<file path="src/xif_pkg.sv">
// Offload protocol definitions
package xif_pkg;

  // Default width of an offload instruction id
  parameter int unsigned IdWidth = 4;

  // Scalar register width of the core
  parameter int unsigned Xlen = 32;

  // Offloaded instruction word
  typedef logic [31:0] instr_t;

  // Scalar operand or result
  typedef logic [Xlen-1:0] xreg_t;

  // Destination register index
  typedef logic [4:0] rd_addr_t;

endpackage
</file>
<file path="src/rvv_pkg.sv">
// Vector configuration definitions
package rvv_pkg;

  // OP-V major opcode and the funct3 of vsetvli, vsetivli and vsetvl
  parameter logic [6:0] OpcodeOpV = 7'b1010111;
  parameter logic [2:0] Funct3Cfg = 3'b111;

  // Default vector register length in bits
  parameter int unsigned VlenDefault = 256;

  // Layout: [7] vill, [6] vma, [5] vta, [4:3] vsew, [2:0] vlmul
  typedef logic [7:0] vtype_t;
  typedef logic [xif_pkg::Xlen-1:0] vl_t;

  parameter int unsigned VillBit = 7;
  parameter vtype_t VtypeIll = 8'h80;

  typedef enum logic [1:0] {
    Sew8  = 2'd0,
    Sew16 = 2'd1,
    Sew32 = 2'd2,
    Sew64 = 2'd3
  } sew_e;

  ////////////////////////////////////////////////////////////
  // Configuration instruction helpers
  ////////////////////////////////////////////////////////////

  function automatic logic is_cfg(input xif_pkg::instr_t instr);
    return instr[6:0] == OpcodeOpV && instr[14:12] == Funct3Cfg;
  endfunction

  function automatic logic is_vsetvl(input xif_pkg::instr_t instr);
    return instr[31:30] == 2'b10;
  endfunction

  function automatic logic is_vsetivli(input xif_pkg::instr_t instr);
    return instr[31:30] == 2'b11;
  endfunction

  // Immediate vtype field, zero extended with its reserved bits
  function automatic vl_t imm_vtype(input xif_pkg::instr_t instr);
    if (is_vsetivli(instr)) begin
      return vl_t'(instr[29:20]);
    end
    return vl_t'(instr[30:20]);
  endfunction

  // VLEN * LMUL / SEW, zero for vill or fractional LMUL
  function automatic vl_t vlmax(input int unsigned vlen, input vtype_t vt);
    vl_t scaled;
    scaled = vl_t'(vlen) << vt[1:0];
    if (vt[VillBit] || vt[2]) begin
      return '0;
    end
    case (sew_e'(vt[4:3]))
      Sew8:    return scaled >> 3;
      Sew16:   return scaled >> 4;
      Sew32:   return scaled >> 5;
      default: return scaled >> 6;
    endcase
  endfunction

  // Reserved bits, SEW above 64 or fractional LMUL give vill
  function automatic vtype_t vtype_from_bits(input vl_t raw, input int unsigned vlen);
    vtype_t vt;
    vt = {1'b0, raw[7:6], raw[4:3], raw[2:0]};
    if (raw[xif_pkg::Xlen-1:8] != '0 || raw[5] || raw[2]) begin
      vt = VtypeIll;
    end else if (vlmax(vlen, vt) == '0) begin
      vt = VtypeIll;
    end
    return vt;
  endfunction

endpackage

</file>
<file path="src/coproc_issue_decoder.sv">
// Offload issue decoder
`timescale 1ns/1ps

module coproc_issue_decoder #(
  parameter int unsigned Vlen    = rvv_pkg::VlenDefault,
  parameter int unsigned IdWidth = xif_pkg::IdWidth
) (
  input  logic               clk_i,
  input  logic               rst_ni,
  input  logic               issue_valid_i,
  input  xif_pkg::instr_t    issue_instr_i,
  input  logic [IdWidth-1:0] issue_id_i,
  output logic               issue_ready_o,
  output logic               issue_accept_o,
  output logic               issue_writeback_o,
  output logic [1:0]         issue_register_read_o,
  input  logic               register_valid_i,
  input  logic [IdWidth-1:0] register_id_i,
  input  xif_pkg::xreg_t     register_rs2_i,
  input  logic               full_i,
  input  logic               flush_i,
  input  logic               drain_i,
  input  logic               arch_vill_i,
  output logic               push_o,
  output logic               push_cfg_o,
  output xif_pkg::rd_addr_t  push_rd_o
);
  import rvv_pkg::*;

  typedef enum logic [1:0] {
    Run,
    StallVsetvl,
    Drain
  } state_e;

  state_e             state_d, state_q;
  logic               spec_vill_d, spec_vill_q;
  logic [IdWidth-1:0] stall_id_d, stall_id_q;
  logic               opv, cfg;
  vtype_t             imm_vt, reg_vt;

  assign opv    = issue_instr_i[6:0] == OpcodeOpV;
  assign cfg    = is_cfg(issue_instr_i);
  assign imm_vt = vtype_from_bits(imm_vtype(issue_instr_i), Vlen);
  assign reg_vt = vtype_from_bits(register_rs2_i, Vlen);

  ////////////////////////////////////////////////////////////
  // Issue response
  ////////////////////////////////////////////////////////////

  assign issue_ready_o = issue_valid_i && state_q == Run && !full_i && !flush_i && !drain_i;

  always_comb begin
    issue_accept_o        = 1'b0;
    issue_writeback_o     = 1'b0;
    issue_register_read_o = 2'b00;
    if (cfg) begin
      issue_accept_o    = 1'b1;
      issue_writeback_o = issue_instr_i[11:7] != 5'd0;
      if (is_vsetvl(issue_instr_i)) begin
        issue_register_read_o = 2'b11;
      end else if (!is_vsetivli(issue_instr_i)) begin
        issue_register_read_o = 2'b01;
      end
    end else if (opv) begin
      // Arithmetic is only taken under a legal vtype
      issue_accept_o = !spec_vill_q;
    end
  end

  assign push_o     = issue_ready_o && issue_accept_o;
  assign push_cfg_o = cfg;
  assign push_rd_o  = issue_instr_i[11:7];

  ////////////////////////////////////////////////////////////
  // Speculative vtype and stall FSM
  ////////////////////////////////////////////////////////////

  always_comb begin
    state_d     = state_q;
    spec_vill_d = spec_vill_q;
    stall_id_d  = stall_id_q;
    unique case (state_q)
      Run: begin
        if (push_o && cfg) begin
          if (is_vsetvl(issue_instr_i)) begin
            // New vtype is only known once rs2 arrives
            state_d    = StallVsetvl;
            stall_id_d = issue_id_i;
          end else begin
            spec_vill_d = imm_vt[VillBit];
          end
        end
      end
      StallVsetvl: begin
        if (register_valid_i && register_id_i == stall_id_q) begin
          spec_vill_d = reg_vt[VillBit];
          state_d     = Run;
        end
      end
      Drain: begin
        // Survivors have retired, so the architectural state is current
        if (!drain_i) begin
          spec_vill_d = arch_vill_i;
          state_d     = Run;
        end
      end
      default: state_d = Run;
    endcase
    if (flush_i) begin
      state_d = Drain;
    end
  end

  always_ff @(posedge clk_i or negedge rst_ni) begin
    if (!rst_ni) begin
      state_q     <= Run;
      spec_vill_q <= 1'b1;
      stall_id_q  <= '0;
    end else begin
      state_q     <= state_d;
      spec_vill_q <= spec_vill_d;
      stall_id_q  <= stall_id_d;
    end
  end

  // A taken vsetvl holds off the next issue
  assert property (@(posedge clk_i) disable iff (!rst_ni)
    push_o && cfg && is_vsetvl(issue_instr_i) |=> !issue_ready_o);

endmodule

</file>
<file path="src/instr_ring_buffer.sv">
// In-order offload instruction buffer
`timescale 1ns/1ps

module instr_ring_buffer #(
  parameter int unsigned Depth   = 4,
  parameter int unsigned IdWidth = xif_pkg::IdWidth
) (
  input  logic               clk_i,
  input  logic               rst_ni,
  input  logic               push_i,
  input  logic [IdWidth-1:0] push_id_i,
  input  xif_pkg::instr_t    push_instr_i,
  input  logic               push_cfg_i,
  input  xif_pkg::rd_addr_t  push_rd_i,
  input  logic [1:0]         push_needs_rs_i,
  input  logic               register_valid_i,
  input  logic [IdWidth-1:0] register_id_i,
  input  xif_pkg::xreg_t     register_rs1_i,
  input  xif_pkg::xreg_t     register_rs2_i,
  output logic               register_ready_o,
  input  logic               commit_valid_i,
  input  logic [IdWidth-1:0] commit_id_i,
  input  logic               commit_kill_i,
  output logic               full_o,
  output logic               flush_o,
  output logic               drain_o,
  output logic               exec_valid_o,
  input  logic               exec_ready_i,
  output logic [IdWidth-1:0] exec_id_o,
  output xif_pkg::instr_t    exec_instr_o,
  output logic               exec_cfg_o,
  output xif_pkg::rd_addr_t  exec_rd_o,
  output xif_pkg::xreg_t     exec_rs1_o,
  output xif_pkg::xreg_t     exec_rs2_o
);
  import xif_pkg::*;

  localparam int unsigned PtrW = $clog2(Depth);

  typedef logic [PtrW-1:0] ptr_t;
  typedef logic [PtrW:0]   cnt_t;

  // Entry payload
  logic [IdWidth-1:0] id_q    [Depth];
  instr_t             instr_q [Depth];
  rd_addr_t           rd_q    [Depth];
  xreg_t              rs1_q   [Depth];
  xreg_t              rs2_q   [Depth];
  logic [Depth-1:0]   cfg_q;

  // Entry state
  logic [Depth-1:0]   committed_q;
  logic [Depth-1:0]   rs_valid_q;
  ptr_t               head_q;
  ptr_t               tail;
  cnt_t               count_q, count_d;
  logic               drain_q;

  ptr_t               age [Depth];
  logic [Depth-1:0]   live, reg_hit, commit_hit;
  cnt_t               kept;
  logic               commit, kill, pop;

  assign commit = commit_valid_i && !commit_kill_i;
  assign kill   = commit_valid_i && commit_kill_i;
  assign tail   = head_q + ptr_t'(count_q);

  always_comb begin
    kept = '0;
    for (int i = 0; i < Depth; i++) begin
      age[i]        = ptr_t'(i) - head_q;
      live[i]       = cnt_t'(age[i]) < count_q;
      reg_hit[i]    = live[i] && !rs_valid_q[i] && id_q[i] == register_id_i;
      commit_hit[i] = live[i] && id_q[i] == commit_id_i;
      // Committed entries form the oldest part of the buffer
      kept          = kept + cnt_t'(live[i] && committed_q[i]);
    end
  end

  assign register_ready_o = register_valid_i && |reg_hit;
  assign full_o           = count_q == cnt_t'(Depth);
  assign flush_o          = kill;
  assign drain_o          = drain_q && count_q != '0;

  ////////////////////////////////////////////////////////////
  // Head release
  ////////////////////////////////////////////////////////////

  assign exec_valid_o = count_q != '0 && committed_q[head_q] && rs_valid_q[head_q];
  assign pop          = exec_valid_o && exec_ready_i;
  assign exec_id_o    = id_q[head_q];
  assign exec_instr_o = instr_q[head_q];
  assign exec_cfg_o   = cfg_q[head_q];
  assign exec_rd_o    = rd_q[head_q];
  assign exec_rs1_o   = rs1_q[head_q];
  assign exec_rs2_o   = rs2_q[head_q];

  always_comb begin
    if (kill) begin
      count_d = kept - cnt_t'(pop);
    end else begin
      count_d = count_q + cnt_t'(push_i) - cnt_t'(pop);
    end
  end

  always_ff @(posedge clk_i or negedge rst_ni) begin
    if (!rst_ni) begin
      head_q      <= '0;
      count_q     <= '0;
      drain_q     <= 1'b0;
      committed_q <= '0;
      rs_valid_q  <= '0;
    end else begin
      head_q  <= head_q + ptr_t'(pop);
      count_q <= count_d;
      if (kill) begin
        drain_q <= 1'b1;
      end else if (count_q == '0) begin
        drain_q <= 1'b0;
      end
      for (int i = 0; i < Depth; i++) begin
        if (register_valid_i && reg_hit[i]) begin
          rs_valid_q[i] <= 1'b1;
        end
        if (commit && commit_hit[i]) begin
          committed_q[i] <= 1'b1;
        end
      end
      if (push_i) begin
        rs_valid_q[tail]  <= push_needs_rs_i == 2'b00;
        // Commit may come in the same cycle as the issue
        committed_q[tail] <= commit && commit_id_i == push_id_i;
      end
    end
  end

  always_ff @(posedge clk_i) begin
    if (push_i) begin
      id_q[tail]    <= push_id_i;
      instr_q[tail] <= push_instr_i;
      cfg_q[tail]   <= push_cfg_i;
      rd_q[tail]    <= push_rd_i;
    end
    for (int i = 0; i < Depth; i++) begin
      if (register_valid_i && reg_hit[i]) begin
        rs1_q[i] <= register_rs1_i;
        rs2_q[i] <= register_rs2_i;
      end
    end
  end

  // The decoder must hold issue while the buffer is full
  assert property (@(posedge clk_i) disable iff (!rst_ni) push_i |-> !full_o);

endmodule

</file>
<file path="src/result_port.sv">
// Result holding register
`timescale 1ns/1ps

module result_port #(
  parameter int unsigned IdWidth = xif_pkg::IdWidth
) (
  input  logic               clk_i,
  input  logic               rst_ni,
  input  logic               res_valid_i,
  output logic               res_ready_o,
  input  logic [IdWidth-1:0] res_id_i,
  input  rvv_pkg::vl_t       res_data_i,
  input  xif_pkg::rd_addr_t  res_rd_i,
  input  logic               res_we_i,
  output logic               result_valid_o,
  input  logic               result_ready_i,
  output logic [IdWidth-1:0] result_id_o,
  output xif_pkg::xreg_t     result_data_o,
  output xif_pkg::rd_addr_t  result_rd_o,
  output logic               result_we_o
);

  logic load;

  // Free when empty or drained in this cycle
  assign res_ready_o = !result_valid_o || result_ready_i;
  assign load        = res_valid_i && res_ready_o;

  always_ff @(posedge clk_i or negedge rst_ni) begin
    if (!rst_ni) begin
      result_valid_o <= 1'b0;
    end else if (load) begin
      result_valid_o <= 1'b1;
    end else if (result_ready_i) begin
      result_valid_o <= 1'b0;
    end
  end

  always_ff @(posedge clk_i) begin
    if (load) begin
      result_id_o   <= res_id_i;
      result_data_o <= res_data_i;
      result_rd_o   <= res_rd_i;
      result_we_o   <= res_we_i;
    end
  end

  // A pending result holds until the core takes it
  assert property (@(posedge clk_i) disable iff (!rst_ni)
    result_valid_o && !result_ready_i |=> result_valid_o && $stable(result_id_o) &&
      $stable(result_data_o) && $stable(result_rd_o) && $stable(result_we_o));

endmodule

</file>
<file path="src/vcfg_execute.sv">
// Vector configuration execute stage
`timescale 1ns/1ps

module vcfg_execute #(
  parameter int unsigned Vlen    = rvv_pkg::VlenDefault,
  parameter int unsigned IdWidth = xif_pkg::IdWidth
) (
  input  logic               clk_i,
  input  logic               rst_ni,
  input  logic               exec_valid_i,
  output logic               exec_ready_o,
  input  logic [IdWidth-1:0] exec_id_i,
  input  xif_pkg::instr_t    exec_instr_i,
  input  logic               exec_cfg_i,
  input  xif_pkg::rd_addr_t  exec_rd_i,
  input  xif_pkg::xreg_t     exec_rs1_i,
  input  xif_pkg::xreg_t     exec_rs2_i,
  output logic               arch_vill_o,
  output logic               res_valid_o,
  input  logic               res_ready_i,
  output logic [IdWidth-1:0] res_id_o,
  output rvv_pkg::vl_t       res_data_o,
  output xif_pkg::rd_addr_t  res_rd_o,
  output logic               res_we_o
);
  import rvv_pkg::*;

  // Architectural state
  vl_t    vl_q, vl_d;
  vtype_t vtype_q, vtype_d;

  vl_t    max_vl, avl;
  logic   rd_zero, rs1_zero, fire;

  assign fire         = exec_valid_i && res_ready_i;
  assign exec_ready_o = res_ready_i;
  assign rd_zero      = exec_rd_i == 5'd0;
  assign rs1_zero     = exec_instr_i[19:15] == 5'd0;

  always_comb begin
    if (is_vsetvl(exec_instr_i)) begin
      vtype_d = vtype_from_bits(exec_rs2_i, Vlen);
    end else begin
      vtype_d = vtype_from_bits(imm_vtype(exec_instr_i), Vlen);
    end
    max_vl = vlmax(Vlen, vtype_d);

    // AVL from the immediate, rs1, or vlmax for rs1 = x0
    if (is_vsetivli(exec_instr_i)) begin
      avl = vl_t'(exec_instr_i[19:15]);
    end else if (!rs1_zero) begin
      avl = exec_rs1_i;
    end else begin
      avl = max_vl;
    end

    if (vtype_d[VillBit]) begin
      vl_d = '0;
    end else if (!is_vsetivli(exec_instr_i) && rs1_zero && rd_zero) begin
      vl_d = vl_q;
    end else if (avl < max_vl) begin
      vl_d = avl;
    end else begin
      vl_d = max_vl;
    end
  end

  always_ff @(posedge clk_i or negedge rst_ni) begin
    if (!rst_ni) begin
      vl_q    <= '0;
      vtype_q <= VtypeIll;
    end else if (fire && exec_cfg_i) begin
      vl_q    <= vl_d;
      vtype_q <= vtype_d;
    end
  end

  assign arch_vill_o = vtype_q[VillBit];

  // Arithmetic retires without writeback
  assign res_valid_o = exec_valid_i;
  assign res_id_o    = exec_id_i;
  assign res_rd_o    = exec_rd_i;
  assign res_we_o    = exec_cfg_i && !rd_zero;
  assign res_data_o  = exec_cfg_i ? vl_d : '0;

endmodule

</file>
<file path="src/vcoproc_top.sv">
// Vector coprocessor offload front end
`timescale 1ns/1ps

module vcoproc_top #(
  parameter int unsigned Vlen    = rvv_pkg::VlenDefault,
  parameter int unsigned Depth   = 4,
  parameter int unsigned IdWidth = xif_pkg::IdWidth
) (
  input  logic               clk_i,
  input  logic               rst_ni,
  // Issue
  input  logic               issue_valid_i,
  output logic               issue_ready_o,
  input  xif_pkg::instr_t    issue_instr_i,
  input  logic [IdWidth-1:0] issue_id_i,
  output logic               issue_accept_o,
  output logic               issue_writeback_o,
  output logic [1:0]         issue_register_read_o,
  // Register
  input  logic               register_valid_i,
  output logic               register_ready_o,
  input  logic [IdWidth-1:0] register_id_i,
  input  xif_pkg::xreg_t     register_rs1_i,
  input  xif_pkg::xreg_t     register_rs2_i,
  // Commit
  input  logic               commit_valid_i,
  input  logic [IdWidth-1:0] commit_id_i,
  input  logic               commit_kill_i,
  // Result
  output logic               result_valid_o,
  input  logic               result_ready_i,
  output logic [IdWidth-1:0] result_id_o,
  output xif_pkg::xreg_t     result_data_o,
  output xif_pkg::rd_addr_t  result_rd_o,
  output logic               result_we_o
);
  import xif_pkg::*;
  import rvv_pkg::*;

  // Decoder and buffer
  logic               full, flush, drain, arch_vill;
  logic               push, push_cfg;
  rd_addr_t           push_rd;

  // Buffer to execute
  logic               exec_valid, exec_ready, exec_cfg;
  logic [IdWidth-1:0] exec_id;
  instr_t             exec_instr;
  rd_addr_t           exec_rd;
  xreg_t              exec_rs1, exec_rs2;

  // Execute to result port
  logic               res_valid, res_ready, res_we;
  logic [IdWidth-1:0] res_id;
  vl_t                res_data;
  rd_addr_t           res_rd;

  coproc_issue_decoder #(
    .Vlen   (Vlen),
    .IdWidth(IdWidth)
  ) u_coproc_issue_decoder (
    .clk_i                (clk_i),
    .rst_ni               (rst_ni),
    .issue_valid_i        (issue_valid_i),
    .issue_instr_i        (issue_instr_i),
    .issue_id_i           (issue_id_i),
    .issue_ready_o        (issue_ready_o),
    .issue_accept_o       (issue_accept_o),
    .issue_writeback_o    (issue_writeback_o),
    .issue_register_read_o(issue_register_read_o),
    .register_valid_i     (register_valid_i),
    .register_id_i        (register_id_i),
    .register_rs2_i       (register_rs2_i),
    .full_i               (full),
    .flush_i              (flush),
    .drain_i              (drain),
    .arch_vill_i          (arch_vill),
    .push_o               (push),
    .push_cfg_o           (push_cfg),
    .push_rd_o            (push_rd)
  );

  instr_ring_buffer #(
    .Depth  (Depth),
    .IdWidth(IdWidth)
  ) u_instr_ring_buffer (
    .clk_i           (clk_i),
    .rst_ni          (rst_ni),
    .push_i          (push),
    .push_id_i       (issue_id_i),
    .push_instr_i    (issue_instr_i),
    .push_cfg_i      (push_cfg),
    .push_rd_i       (push_rd),
    .push_needs_rs_i (issue_register_read_o),
    .register_valid_i(register_valid_i),
    .register_id_i   (register_id_i),
    .register_rs1_i  (register_rs1_i),
    .register_rs2_i  (register_rs2_i),
    .register_ready_o(register_ready_o),
    .commit_valid_i  (commit_valid_i),
    .commit_id_i     (commit_id_i),
    .commit_kill_i   (commit_kill_i),
    .full_o          (full),
    .flush_o         (flush),
    .drain_o         (drain),
    .exec_valid_o    (exec_valid),
    .exec_ready_i    (exec_ready),
    .exec_id_o       (exec_id),
    .exec_instr_o    (exec_instr),
    .exec_cfg_o      (exec_cfg),
    .exec_rd_o       (exec_rd),
    .exec_rs1_o      (exec_rs1),
    .exec_rs2_o      (exec_rs2)
  );

  vcfg_execute #(
    .Vlen   (Vlen),
    .IdWidth(IdWidth)
  ) u_vcfg_execute (
    .clk_i       (clk_i),
    .rst_ni      (rst_ni),
    .exec_valid_i(exec_valid),
    .exec_ready_o(exec_ready),
    .exec_id_i   (exec_id),
    .exec_instr_i(exec_instr),
    .exec_cfg_i  (exec_cfg),
    .exec_rd_i   (exec_rd),
    .exec_rs1_i  (exec_rs1),
    .exec_rs2_i  (exec_rs2),
    .arch_vill_o (arch_vill),
    .res_valid_o (res_valid),
    .res_ready_i (res_ready),
    .res_id_o    (res_id),
    .res_data_o  (res_data),
    .res_rd_o    (res_rd),
    .res_we_o    (res_we)
  );

  result_port #(
    .IdWidth(IdWidth)
  ) u_result_port (
    .clk_i         (clk_i),
    .rst_ni        (rst_ni),
    .res_valid_i   (res_valid),
    .res_ready_o   (res_ready),
    .res_id_i      (res_id),
    .res_data_i    (res_data),
    .res_rd_i      (res_rd),
    .res_we_i      (res_we),
    .result_valid_o(result_valid_o),
    .result_ready_i(result_ready_i),
    .result_id_o   (result_id_o),
    .result_data_o (result_data_o),
    .result_rd_o   (result_rd_o),
    .result_we_o   (result_we_o)
  );

endmodule

</file>
<file path="config.mk">
export PLATFORM = sky130hd
export DESIGN_NAME = vcoproc_top
export DESIGN_NICKNAME = d
export VERILOG_FILES = /design/src/xif_pkg.sv /design/src/rvv_pkg.sv /design/src/coproc_issue_decoder.sv /design/src/instr_ring_buffer.sv /design/src/result_port.sv /design/src/vcfg_execute.sv /design/src/vcoproc_top.sv
export SDC_FILE = /design/constraint.sdc
export NUM_CORES = 1
export LEC_CHECK = 0
export ABC_AREA = 1
export BUFFER_PORTS_ARGS = -buffer_cell sky130_fd_sc_hd__buf_2
export CORE_MARGIN = 1
export CORE_UTILIZATION = 55
export CTS_CLUSTER_SIZE = 25
export DETAILED_ROUTE_END_ITERATION = 12
export PLACE_DENSITY = 0.78
export RECOVER_POWER = 50
export SYNTH_ARGS = -nofsm -noshare
export SYNTH_HDL_FRONTEND = slang
export SYNTH_HIERARCHICAL = 1
export SYNTH_SLANG_ARGS = --single-unit
</file>
<file path="constraint.sdc">
create_clock -name clk_i -period 15.4 [get_ports clk_i]
set_input_delay 3.08 -clock clk_i [delete_from_list [all_inputs] [get_ports clk_i]]
set_output_delay 3.08 -clock clk_i [all_outputs]
set_load 0.05 [all_outputs]
</file>
==> impl_results.md, run 1 <==
* Status: finished, violations left
* Failing checks: max-capacitance violations, max-slew violations
* CP Class: in2out
* 1st-pass router iterations at 5
* Initial Util at 0.564
* Die W at around 190 um
* Num Clock Sinks at ~450
* Final Instance Count excl. Fillers at about 2200
* Post-DR vias/cell at roughly 5.6
* Post_cts resized at 0
* Placed insts at ~2100
* Syn_nets at roughly 1700
* Crit end category: output pin
* Hold slack at approximately 480 ps
* Post-route ant nets at 0
* Clock buffer count from CTS at 44
* Via Count at 12545
* Worst Tran Pin Value at roughly 3100 ps
* Ports at 164
* Slew Limit Headroom at -1.08
* RSZ-0062 raised after global routing: no
* Leak pwr at slightly above 8 nW
* Max-cap violation count at 3
* GP Congestion at 0.964
* GR Util All Layers at 0.243
* Count of pins over their slew limit at ~130
* Clock skew at about 20 ps
* HP Class: reg2reg
* Drt total wl at roughly 43000 um
* Achievable Freq at 0.127 GHz
* Layout cells sized above 1 at 0.118
* Synth warn at 6
* Post-layout min period at roughly 7900 ps
* Period utilization at 0.512
* Sequential standard cell area at 0.0131 mm^2
* Max FO, Critical Path at 5
* Post CTS Setup Buffer Count at 0
* Post-layout util at 0.633
* Wire per inst at roughly 19 um
* First-pass GRT wire length at ~67000 um
* Pwr Density at approximately 190 mW/mm^2
* Htree depth at 2
* Hold buffer count at CTS at 0
* Core area at between 0.03 and 0.04 mm^2
* DR iter-0 viols at 1084
* Clock-pin slew of the registers on the worst-case setup and hold paths at 60 ps
* Final nets at ~1900
* Clock latency on the worst-skew pair at 560 ps
* Longest Clk Path Bufs at 3
* CP Launch Type: input pin
* # rows at 67
* Area of the multi-input gates at between 0.004 and 0.005 mm^2
* Mapped Cells at ~1600
* Die height at about 190 um
* Initial antenna violation count at 5
* CTS tree: built
* Number of global-route vias before repair at approximately 12000
* Worst R2R Setup Slack at between 8000 and 9000 ps
* Worst Reg-to-Reg Cells at 24
* Overall power at a little over 0.004 W
* FILL cells at approximately 2600
* # port buffers at between 150 and 200
* Mapped Avg Cell Area at 11.9 um^2
* Required time worst endpoint at around 12000 ps
* Dpl hpwl at 26300 um
* # DRC at 0
* Die area at 0.0355 mm^2
* Synth Cell Area at between 0.015 and 0.02 mm^2
* Hold depth at 2
* Crit path DAT at ~4800 ps
* Area growth syn-to-layout at 12.3%
* Largest net degree at the start of global routing at 77
* # setup viols final at 0
* Root buf cell: clkbuf_16
* Final Hold Viols at 0
* Peak supply drop at between 150 and 200 uV
* GRT overflow at 0
* Setup TNS at 0 ps
[critical path: stages]
cell	delay, ps
buf_2	100
nor2_1	140
nand2_2	50
nor2_1	160
clkinv_1	120
nor2_1	370
inv_2	130
a21oi_1	320
buf_2	330
[worst paths after layout]
path	endpoint	from
min	u_vcfg_execute/vl_q[13]	u_vcfg_execute/vl_q[13]
min reg2reg	u_vcfg_execute/vl_q[13]	u_vcfg_execute/vl_q[13]
min in group asynchronous	u_vcfg_execute/vl_q[15]	rst_ni
max in group asynchronous	u_instr_ring_buffer/rs_valid_q[3]	rst_ni
max reg2reg	u_result_port/result_data_o[6]	u_instr_ring_buffer/head_q[0]
max	issue_register_read_o[0]	issue_instr_i[5]
[routing by layer]
metal / GRT usage / up-vias / wire [um]
met1: 0.328 / 6025 / 17700
li1: - / 5911 / -
met4: 0.0837 / 8 / 1220
met3: 0.0475 / 93 / 3350
met2: 0.395 / 508 / 20300
met5: 0 / - / 48
[cell usage in the layout (no fill, tap or decap), types with 3 or more instances in the layout]
cell type    n
inv_1      120
nand2_1    381
edfxtp_1   390
buf_2       70
o21ai_0     45
nor2_4       4
nand4_1      9
nand3b_1     3
dfrtp_1     53
o211ai_1    10
and2_1       3
xor2_1       8
o21ai_1      4
fa_1         3
nor2_1     128
ha_1        22
nor2_2       5
buf_4       13
clkbuf_1    98
a22oi_1    145
inv_2       14
a21oi_2      3
or2_2        3
a21boi_0     4
nand3_2      3
o221ai_1     4
clkinv_1    11
a21oi_1     31
clkbuf_16   45
nand3_1     70
clkinv_2    10
o21a_1       7
or2_1        4
nand2_2     10
nor3_1       6
bufinv_16    6
[sequential cells by signal (all words and copies together) (netlist names), 5 cells and up]
signal / count
u_instr_ring_buffer/id_q: 16
u_result_port/result_rd_o: 5
u_instr_ring_buffer/rs1_q: 128
u_instr_ring_buffer/rd_q: 20
u_result_port/result_data_o: 32
u_instr_ring_buffer/rs2_q: 120
u_instr_ring_buffer/instr_q: 60
u_vcfg_execute/vl_q: 32
[area by class of cell]
type / count / area share
Sequential cell: 445 / 0.610
Multi-Input combinational cell: 940 / 0.232
Clock buffer: 53 / 0.0548
Timing Repair Buffer: 175 / 0.0370
Tap cell: 448 / 0.0261
Inverter: 138 / 0.0244
Clock inverter: 29 / 0.0149
Antenna cell: 1 / 0.000117
[report_power, final]
part / leakage [nW] / switching (W) / total (W) / internal [W]
logic: 3.25 / 0.00108 / 0.00151 / 0.000427
registers: 4.23 / 0.0000445 / 0.00149 / 0.00144
clock network: 0.738 / 0.000444 / 0.00109 / 0.000650
total: 8.22 / 0.00157 / 0.00409 / 0.00252
[per-stage QoR]
step	instance area, um^2	setup slack [ps]
after floorplan	19100	7910
final	21500	7520
after global placement	20100	7800
after CTS	21600	7740
after global routing	21500	7270
after detailed placement	20100	7750
No activity file was read; power rests on OpenSTA's default activity.
==> run 2: changes to the inputs <==
- PLACE_DENSITY: 0.78 -> 0.81
- clock period: 15.4 -> 6.74 ns (I/O delays scaled with it)
==> run 2 against run 1 <==
The run still ends with max-capacitance violations, max-slew violations left. Die area did not move. First-iteration DRC count grew 11%. Global-route usage increased by 0.31 points. Power grew 120%. Flip-flop and latch count is the same. Hold slack worse by 2.7 ps. Wire length is 2.2% higher. Largest cell class unchanged. Highest routed layer unchanged.
==> impl_results.md, run 2 (synthesis results as in run 1) <==
* Status: finished, violations left
* Failing checks: max-capacitance violations, max-slew violations
* Core area at between 0.03 and 0.04 mm^2
* DR iter-0 viols at ~1200
* Worst Tran Pin Value at around 3000 ps
* Grt met3 use at 0.0490
* Post CTS Setup Buffer Count at 0
* CP Class: reg2reg
* Die W at between 150 and 200 um
* Count of pins over their slew limit at 95
* Placed insts at approximately 2200
* Clock latency on the worst-skew pair at 550 ps
* Root buf cell: clkbuf_16
* Layout cells sized above 1 at 0.0916
* Biggest regs: u_instr_ring_buffer/rs1_q: 128 flops, u_instr_ring_buffer/rs2_q: 120 flops, u_instr_ring_buffer/instr_q: 60 flops
* Initial antenna violation count at 4
* First-pass GRT wire length at 67600 um
* Largest net degree at the start of global routing at 63
* Hold buffer count at CTS at 0
* Final Hold Viols at 0
* Post_cts resized at 0
* Period utilization at 0.788
* Post-layout min period at 5310 ps
* Area growth syn-to-layout at 11.7%
* CP Launch Type: flip-flop
* Global Route met1 Usage at 0.329
* Achievable Freq at roughly 0.19 GHz
* Worst Path Buf+Inv at 4
* Initial Util at 0.564
* Most common cell after layout, fill and taps aside: edfxtp_1
* Num Clock Sinks at 445
* GRT overflow at 0
* CTS tree: built
* Longest Clk Path Bufs at 3
* RSZ-0062 raised after global routing: no
* GR Layer Usage met2 at 0.406
* Die height at between 150 and 200 um
* Max-cap violation count at 2
* Post-route ant nets at 0
* Wire per inst at 19.5 um
* # rows at 67
* Ports at roughly 160
* Max reg flops at 128
* Final Instance Count excl. Fillers at between 2000 and 2500
* Number of global-route vias before repair at about 12000
* Design area at 0.0213 mm^2
* Post-DP Area at 0.0202 mm^2
* 1st-pass router iterations at 5
* HP Class: reg2reg
* Final nets at about 1900
* Slew Limit Headroom at -1.01
* Die area at roughly 0.035 mm^2
* Crit end category: flip-flop
* Most frequent cells in the layout: edfxtp_1, nand2_1, clkbuf_1, a22oi_1, nor2_1
* Leak pwr at a little over 8 nW
* Clock buffer count from CTS at 43
* Most crowded layer after global routing: met2
* Peak supply drop at roughly 330 uV
* Max FO, Critical Path at 41
* Clock-pin slew of the registers on the worst-case setup and hold paths at ~60 ps
* Max incr delay on CP at 680 ps
* GP Congestion at roughly 0.95
* Required time worst endpoint at about 7000 ps
* # setup viols final at 0
* Clock skew at between 15 and 20 ps
* Critical Path Slowest Stage Cell: inv_2
* Htree depth at 2
* Dpl hpwl at 27700 um
* Via Count at 12677
* Crit path DAT at approximately 5600 ps
* Drt total wl at approximately 44000 um
* Pwr Density at between 400 and 500 mW/mm^2
* # DRC at 0
* Top delay family on crit path: simple AND/OR/NAND/NOR gates
* # port buffers at approximately 160
* Post-DR vias/cell at between 5 and 6
* GR Util All Layers at 0.246
* Setup TNS at 0 ps
* Largest Register: u_instr_ring_buffer/rs1_q
## run 2: per-stage QoR
stage               hold slack (ps)  setup WS [ps]   util  total power, W
detailed placement              467           1620  0.596         0.00692
finish                          482           1430  0.630         0.00918
global placement                462           1690  0.596         0.00685
floorplan                       447           1510      -         0.00614
global route                    512           1120  0.630         0.00967
CTS                             483           1560  0.636         0.00923
## run 2: cell type report
type / count / area, um^2
Tap cell: 448 / 561
Multi-Input combinational cell: 940 / 5000
Inverter: 138 / 523
Clock buffer: 63 / 1220
Clock inverter: 14 / 133
Sequential cell: 445 / 13100
Timing Repair Buffer: 179 / 805
Antenna cell: 3 / 7.51
Fill cell: 2602 / 12500
## run 2: final timing paths
kind / from / end / slack, ps / cells past startpoint
min in group asynchronous: rst_ni / u_vcfg_execute/vl_q[11] / 1870 / 2
worst min-delay path: u_coproc_issue_decoder/spec_vill_q / u_coproc_issue_decoder/spec_vill_q / 480 / 2
max in group asynchronous: rst_ni / u_instr_ring_buffer/rs_valid_q[1] / 3150 / 2
worst min register to register: u_coproc_issue_decoder/spec_vill_q / u_coproc_issue_decoder/spec_vill_q / 480 / 2
worst max register to register: u_instr_ring_buffer/head_q[1] / u_result_port/result_data_o[2] / 1430 / 26
worst max-delay path: u_instr_ring_buffer/head_q[1] / u_result_port/result_data_o[2] / 1430 / 26
## run 2: routing by layer
metal  wire length [um]  up-vias  share of wire
met4               1160        2          0.027
met3               3650       80          0.084
met1              17600     6143           0.40
met5                 17        -        0.00039
met2              21100      551           0.48
li1                   -     5901              -
## run 2: power breakdown
group	internal (W)	leakage [nW]	switching (W)
Combinational	0.000974	3.17	0.00251
Clock	0.00134	0.656	0.000963
Sequential	0.00329	4.23	0.000104
Total	0.00560	8.06	0.00358
## run 2: tightest hold or removal path, stage by stage, from the launching register on
cell,delay [ps]
dfstp_2,370
nand2_1,60
nand2_1,50
==> run 3: changes to the inputs <==
- PLACE_DENSITY: 0.81 -> 0.78
- clock period: 6.74 -> 5.2 ns (I/O delays scaled with it)
==> run 3 against run 2 <==
The flow still finishes with violations (max-capacitance violations, max-slew violations). Sequential power increased by 30%. Global-route usage increased by 0.084 points. Sequential share of layout area decreased by 1.1 points. Hold slack improved by 7.8 ps. Register-to-register slack got worse by 1100 ps. Clock power increased by 47%. Critical path depth increased by 1. Critical endpoint is now u_result_port/result_data_o[8]. Die area unchanged.
==> impl_results.md, run 3 (synthesis results as in run 1) <==
* Crit end category: flip-flop
* DR iter-0 viols at between 1000 and 1500
* 1st-pass router iterations at 7
* CP Class: reg2reg
* Longest Clk Path Bufs at 3
* Post-DR vias/cell at 5.69
* GR Util All Layers at 0.247
* Seq pwr share at 0.355
* Core area at ~0.034 mm^2
* Psw at between 0.004 and 0.005 W
* Largest Register: u_instr_ring_buffer/rs1_q
* Die W at between 150 and 200 um
* Critical Path Slowest Stage Cell: dfrtp_2
* Root buf cell: clkbuf_16
* # setup viols final at 0
* Slew Limit Headroom at -1.00
* First-pass GRT wire length at about 68000 um
* Number of global-route vias before repair at about 12000
* # port buffers at ~160
* Area growth syn-to-layout at 13.8%
* Initial antenna violation count at 3
* Overall power at 0.0124 W
* Peak supply drop at roughly 460 uV
* FILL cells at between 2000 and 3000
* Clock power frac at 0.272
* Initial Util at 0.564
* Leak pwr at between 8 and 9 nW
* Die height at roughly 190 um
* # rows at 67
* Clock buffer count from CTS at 45
* Max incr delay on CP at around 500 ps
* Period utilization at 0.942
* HP Class: reg2reg
* CTS tree: built
* Biggest regs: u_instr_ring_buffer/rs1_q: 128 flops, u_instr_ring_buffer/rs2_q: 120 flops, u_instr_ring_buffer/instr_q: 60 flops
* Required time worst endpoint at around 5500 ps
* Post-route ant nets at 0
* Clock skew at 27.1 ps
* P_int at 0.00767 W
* Crit-path most repeated cell: nand2_1
* GP Congestion at 0.913
* Drt total wl at between 40000 and 50000 um
* Worst Path Buf+Inv at 6
* Max reg flops at around 130
* CP Launch Type: flip-flop
* Via Count at 12811
* Top delay family on crit path: simple AND/OR/NAND/NOR gates
* Achievable Freq at 0.204 GHz
* Count of pins over their slew limit at 56
* Max-cap violation count at 1
* Status: finished, violations left
* Crit path from: u_instr_ring_buffer/head_q[1]
* Largest net degree at the start of global routing at 63
* Comb pwr share at 0.374
* Clock latency on the worst-skew pair at 560 ps
* Final Hold Viols at 0
* Hold buffer count at CTS at 0
* Ports at 164
* Num Clock Sinks at roughly 450
* Post-layout min period at 4900 ps
* Die area at approximately 0.035 mm^2
* Htree depth at 2
* Dpl hpwl at roughly 28000 um
* Worst reg2reg startpoint: u_instr_ring_buffer/head_q[1]
* Most frequent cells in the layout: edfxtp_1, nand2_1, a22oi_1
* Pwr Density at ~570 mW/mm^2
* Setup TNS at 0 ps
* Wire per inst at around 20 um
* Most common cell after layout, fill and taps aside: edfxtp_1
* Crit path DAT at roughly 5200 ps
* Layout cells sized above 1 at 0.109
* Max FO, Critical Path at 30
* Worst Tran Pin Value at approximately 3000 ps
* Final nets at about 1900
* Clock-pin slew of the registers on the worst-case setup and hold paths at 60 ps
* Switching share of power at 0.383
* Failing checks: max-capacitance violations, max-slew violations
* Hold Path Origin: u_vcfg_execute/vl_q[19]
* GRT overflow at 0
* # DRC at 0
-- run 3: final timing paths --
check                                                       to  slack, ps  depth (start not counted)
worst max register to register  u_result_port/result_data_o[8]        300                         27
min in group asynchronous              u_vcfg_execute/vl_q[22]       1580                          2
worst max-delay path            u_result_port/result_data_o[8]        300                         27
worst min register to register         u_vcfg_execute/vl_q[19]        490                          2
worst min-delay path                   u_vcfg_execute/vl_q[19]        490                          2
max in group asynchronous        u_instr_ring_buffer/head_q[0]       1700                          2
-- run 3: final cells by class --
class                   count  area [um^2]  share of cell area
flip-flops and latches    445        13100               0.602
multi-input cells         942         5010               0.230
clock buffers              61         1300              0.0598
repair buffers            194          965              0.0444
well taps                 448          561              0.0258
inverters                 138          523              0.0241
clock inverters            21          287              0.0132
diodes                      1         2.50            0.000115
-- run 3: power by group through the flow --
stage / registers [W] / logic (W) / clock network (W)
floorplan: 0.00509 / 0.00288 / 0
global placement: 0.00445 / 0.00455 / 0
detailed placement: 0.00446 / 0.00463 / 0
CTS: 0.00439 / 0.00467 / 0.00341
global route: 0.00443 / 0.00509 / 0.00356
finish: 0.00441 / 0.00465 / 0.00338
-- run 3: stage by stage --
stage / utilization / hold slack, ps / setup WS [ps] / std cells / instance area (um^2)
after floorplan: - / 447 / 277 / 1599 / 19100
after global placement: 0.600 / 462 / 421 / 2165 / 20300
after detailed placement: 0.600 / 466 / 371 / 2165 / 20300
after CTS: 0.647 / 489 / 345 / 2247 / 21900
after global routing: 0.642 / 508 / -0.0773 / 2249 / 21700
final: 0.642 / 489 / 301 / 2250 / 21700
-- run 3: routing by layer --
layer,vias to the layer above,track usage,wire length [um]
met5,-,0,31
met3,94,0.0495,3500
li1,5954,-,-
met1,6192,0.322,18000
met2,567,0.410,21100
met4,4,0.0900,1490
-- run 3: what timing repair did --
action | in CTS | in global routing
gates resized for setup | 0 | 2
endpoints found under the hold margin | 0 | 0
buffers inserted | 0 | 0
endpoints found under the setup margin | 0 | 4
-- run 3: tightest hold or removal path, cell delays in order (launching register included) --
cell and delay (ps):
dfrtp_1 340, nand2_1 50, o21ai_0 60
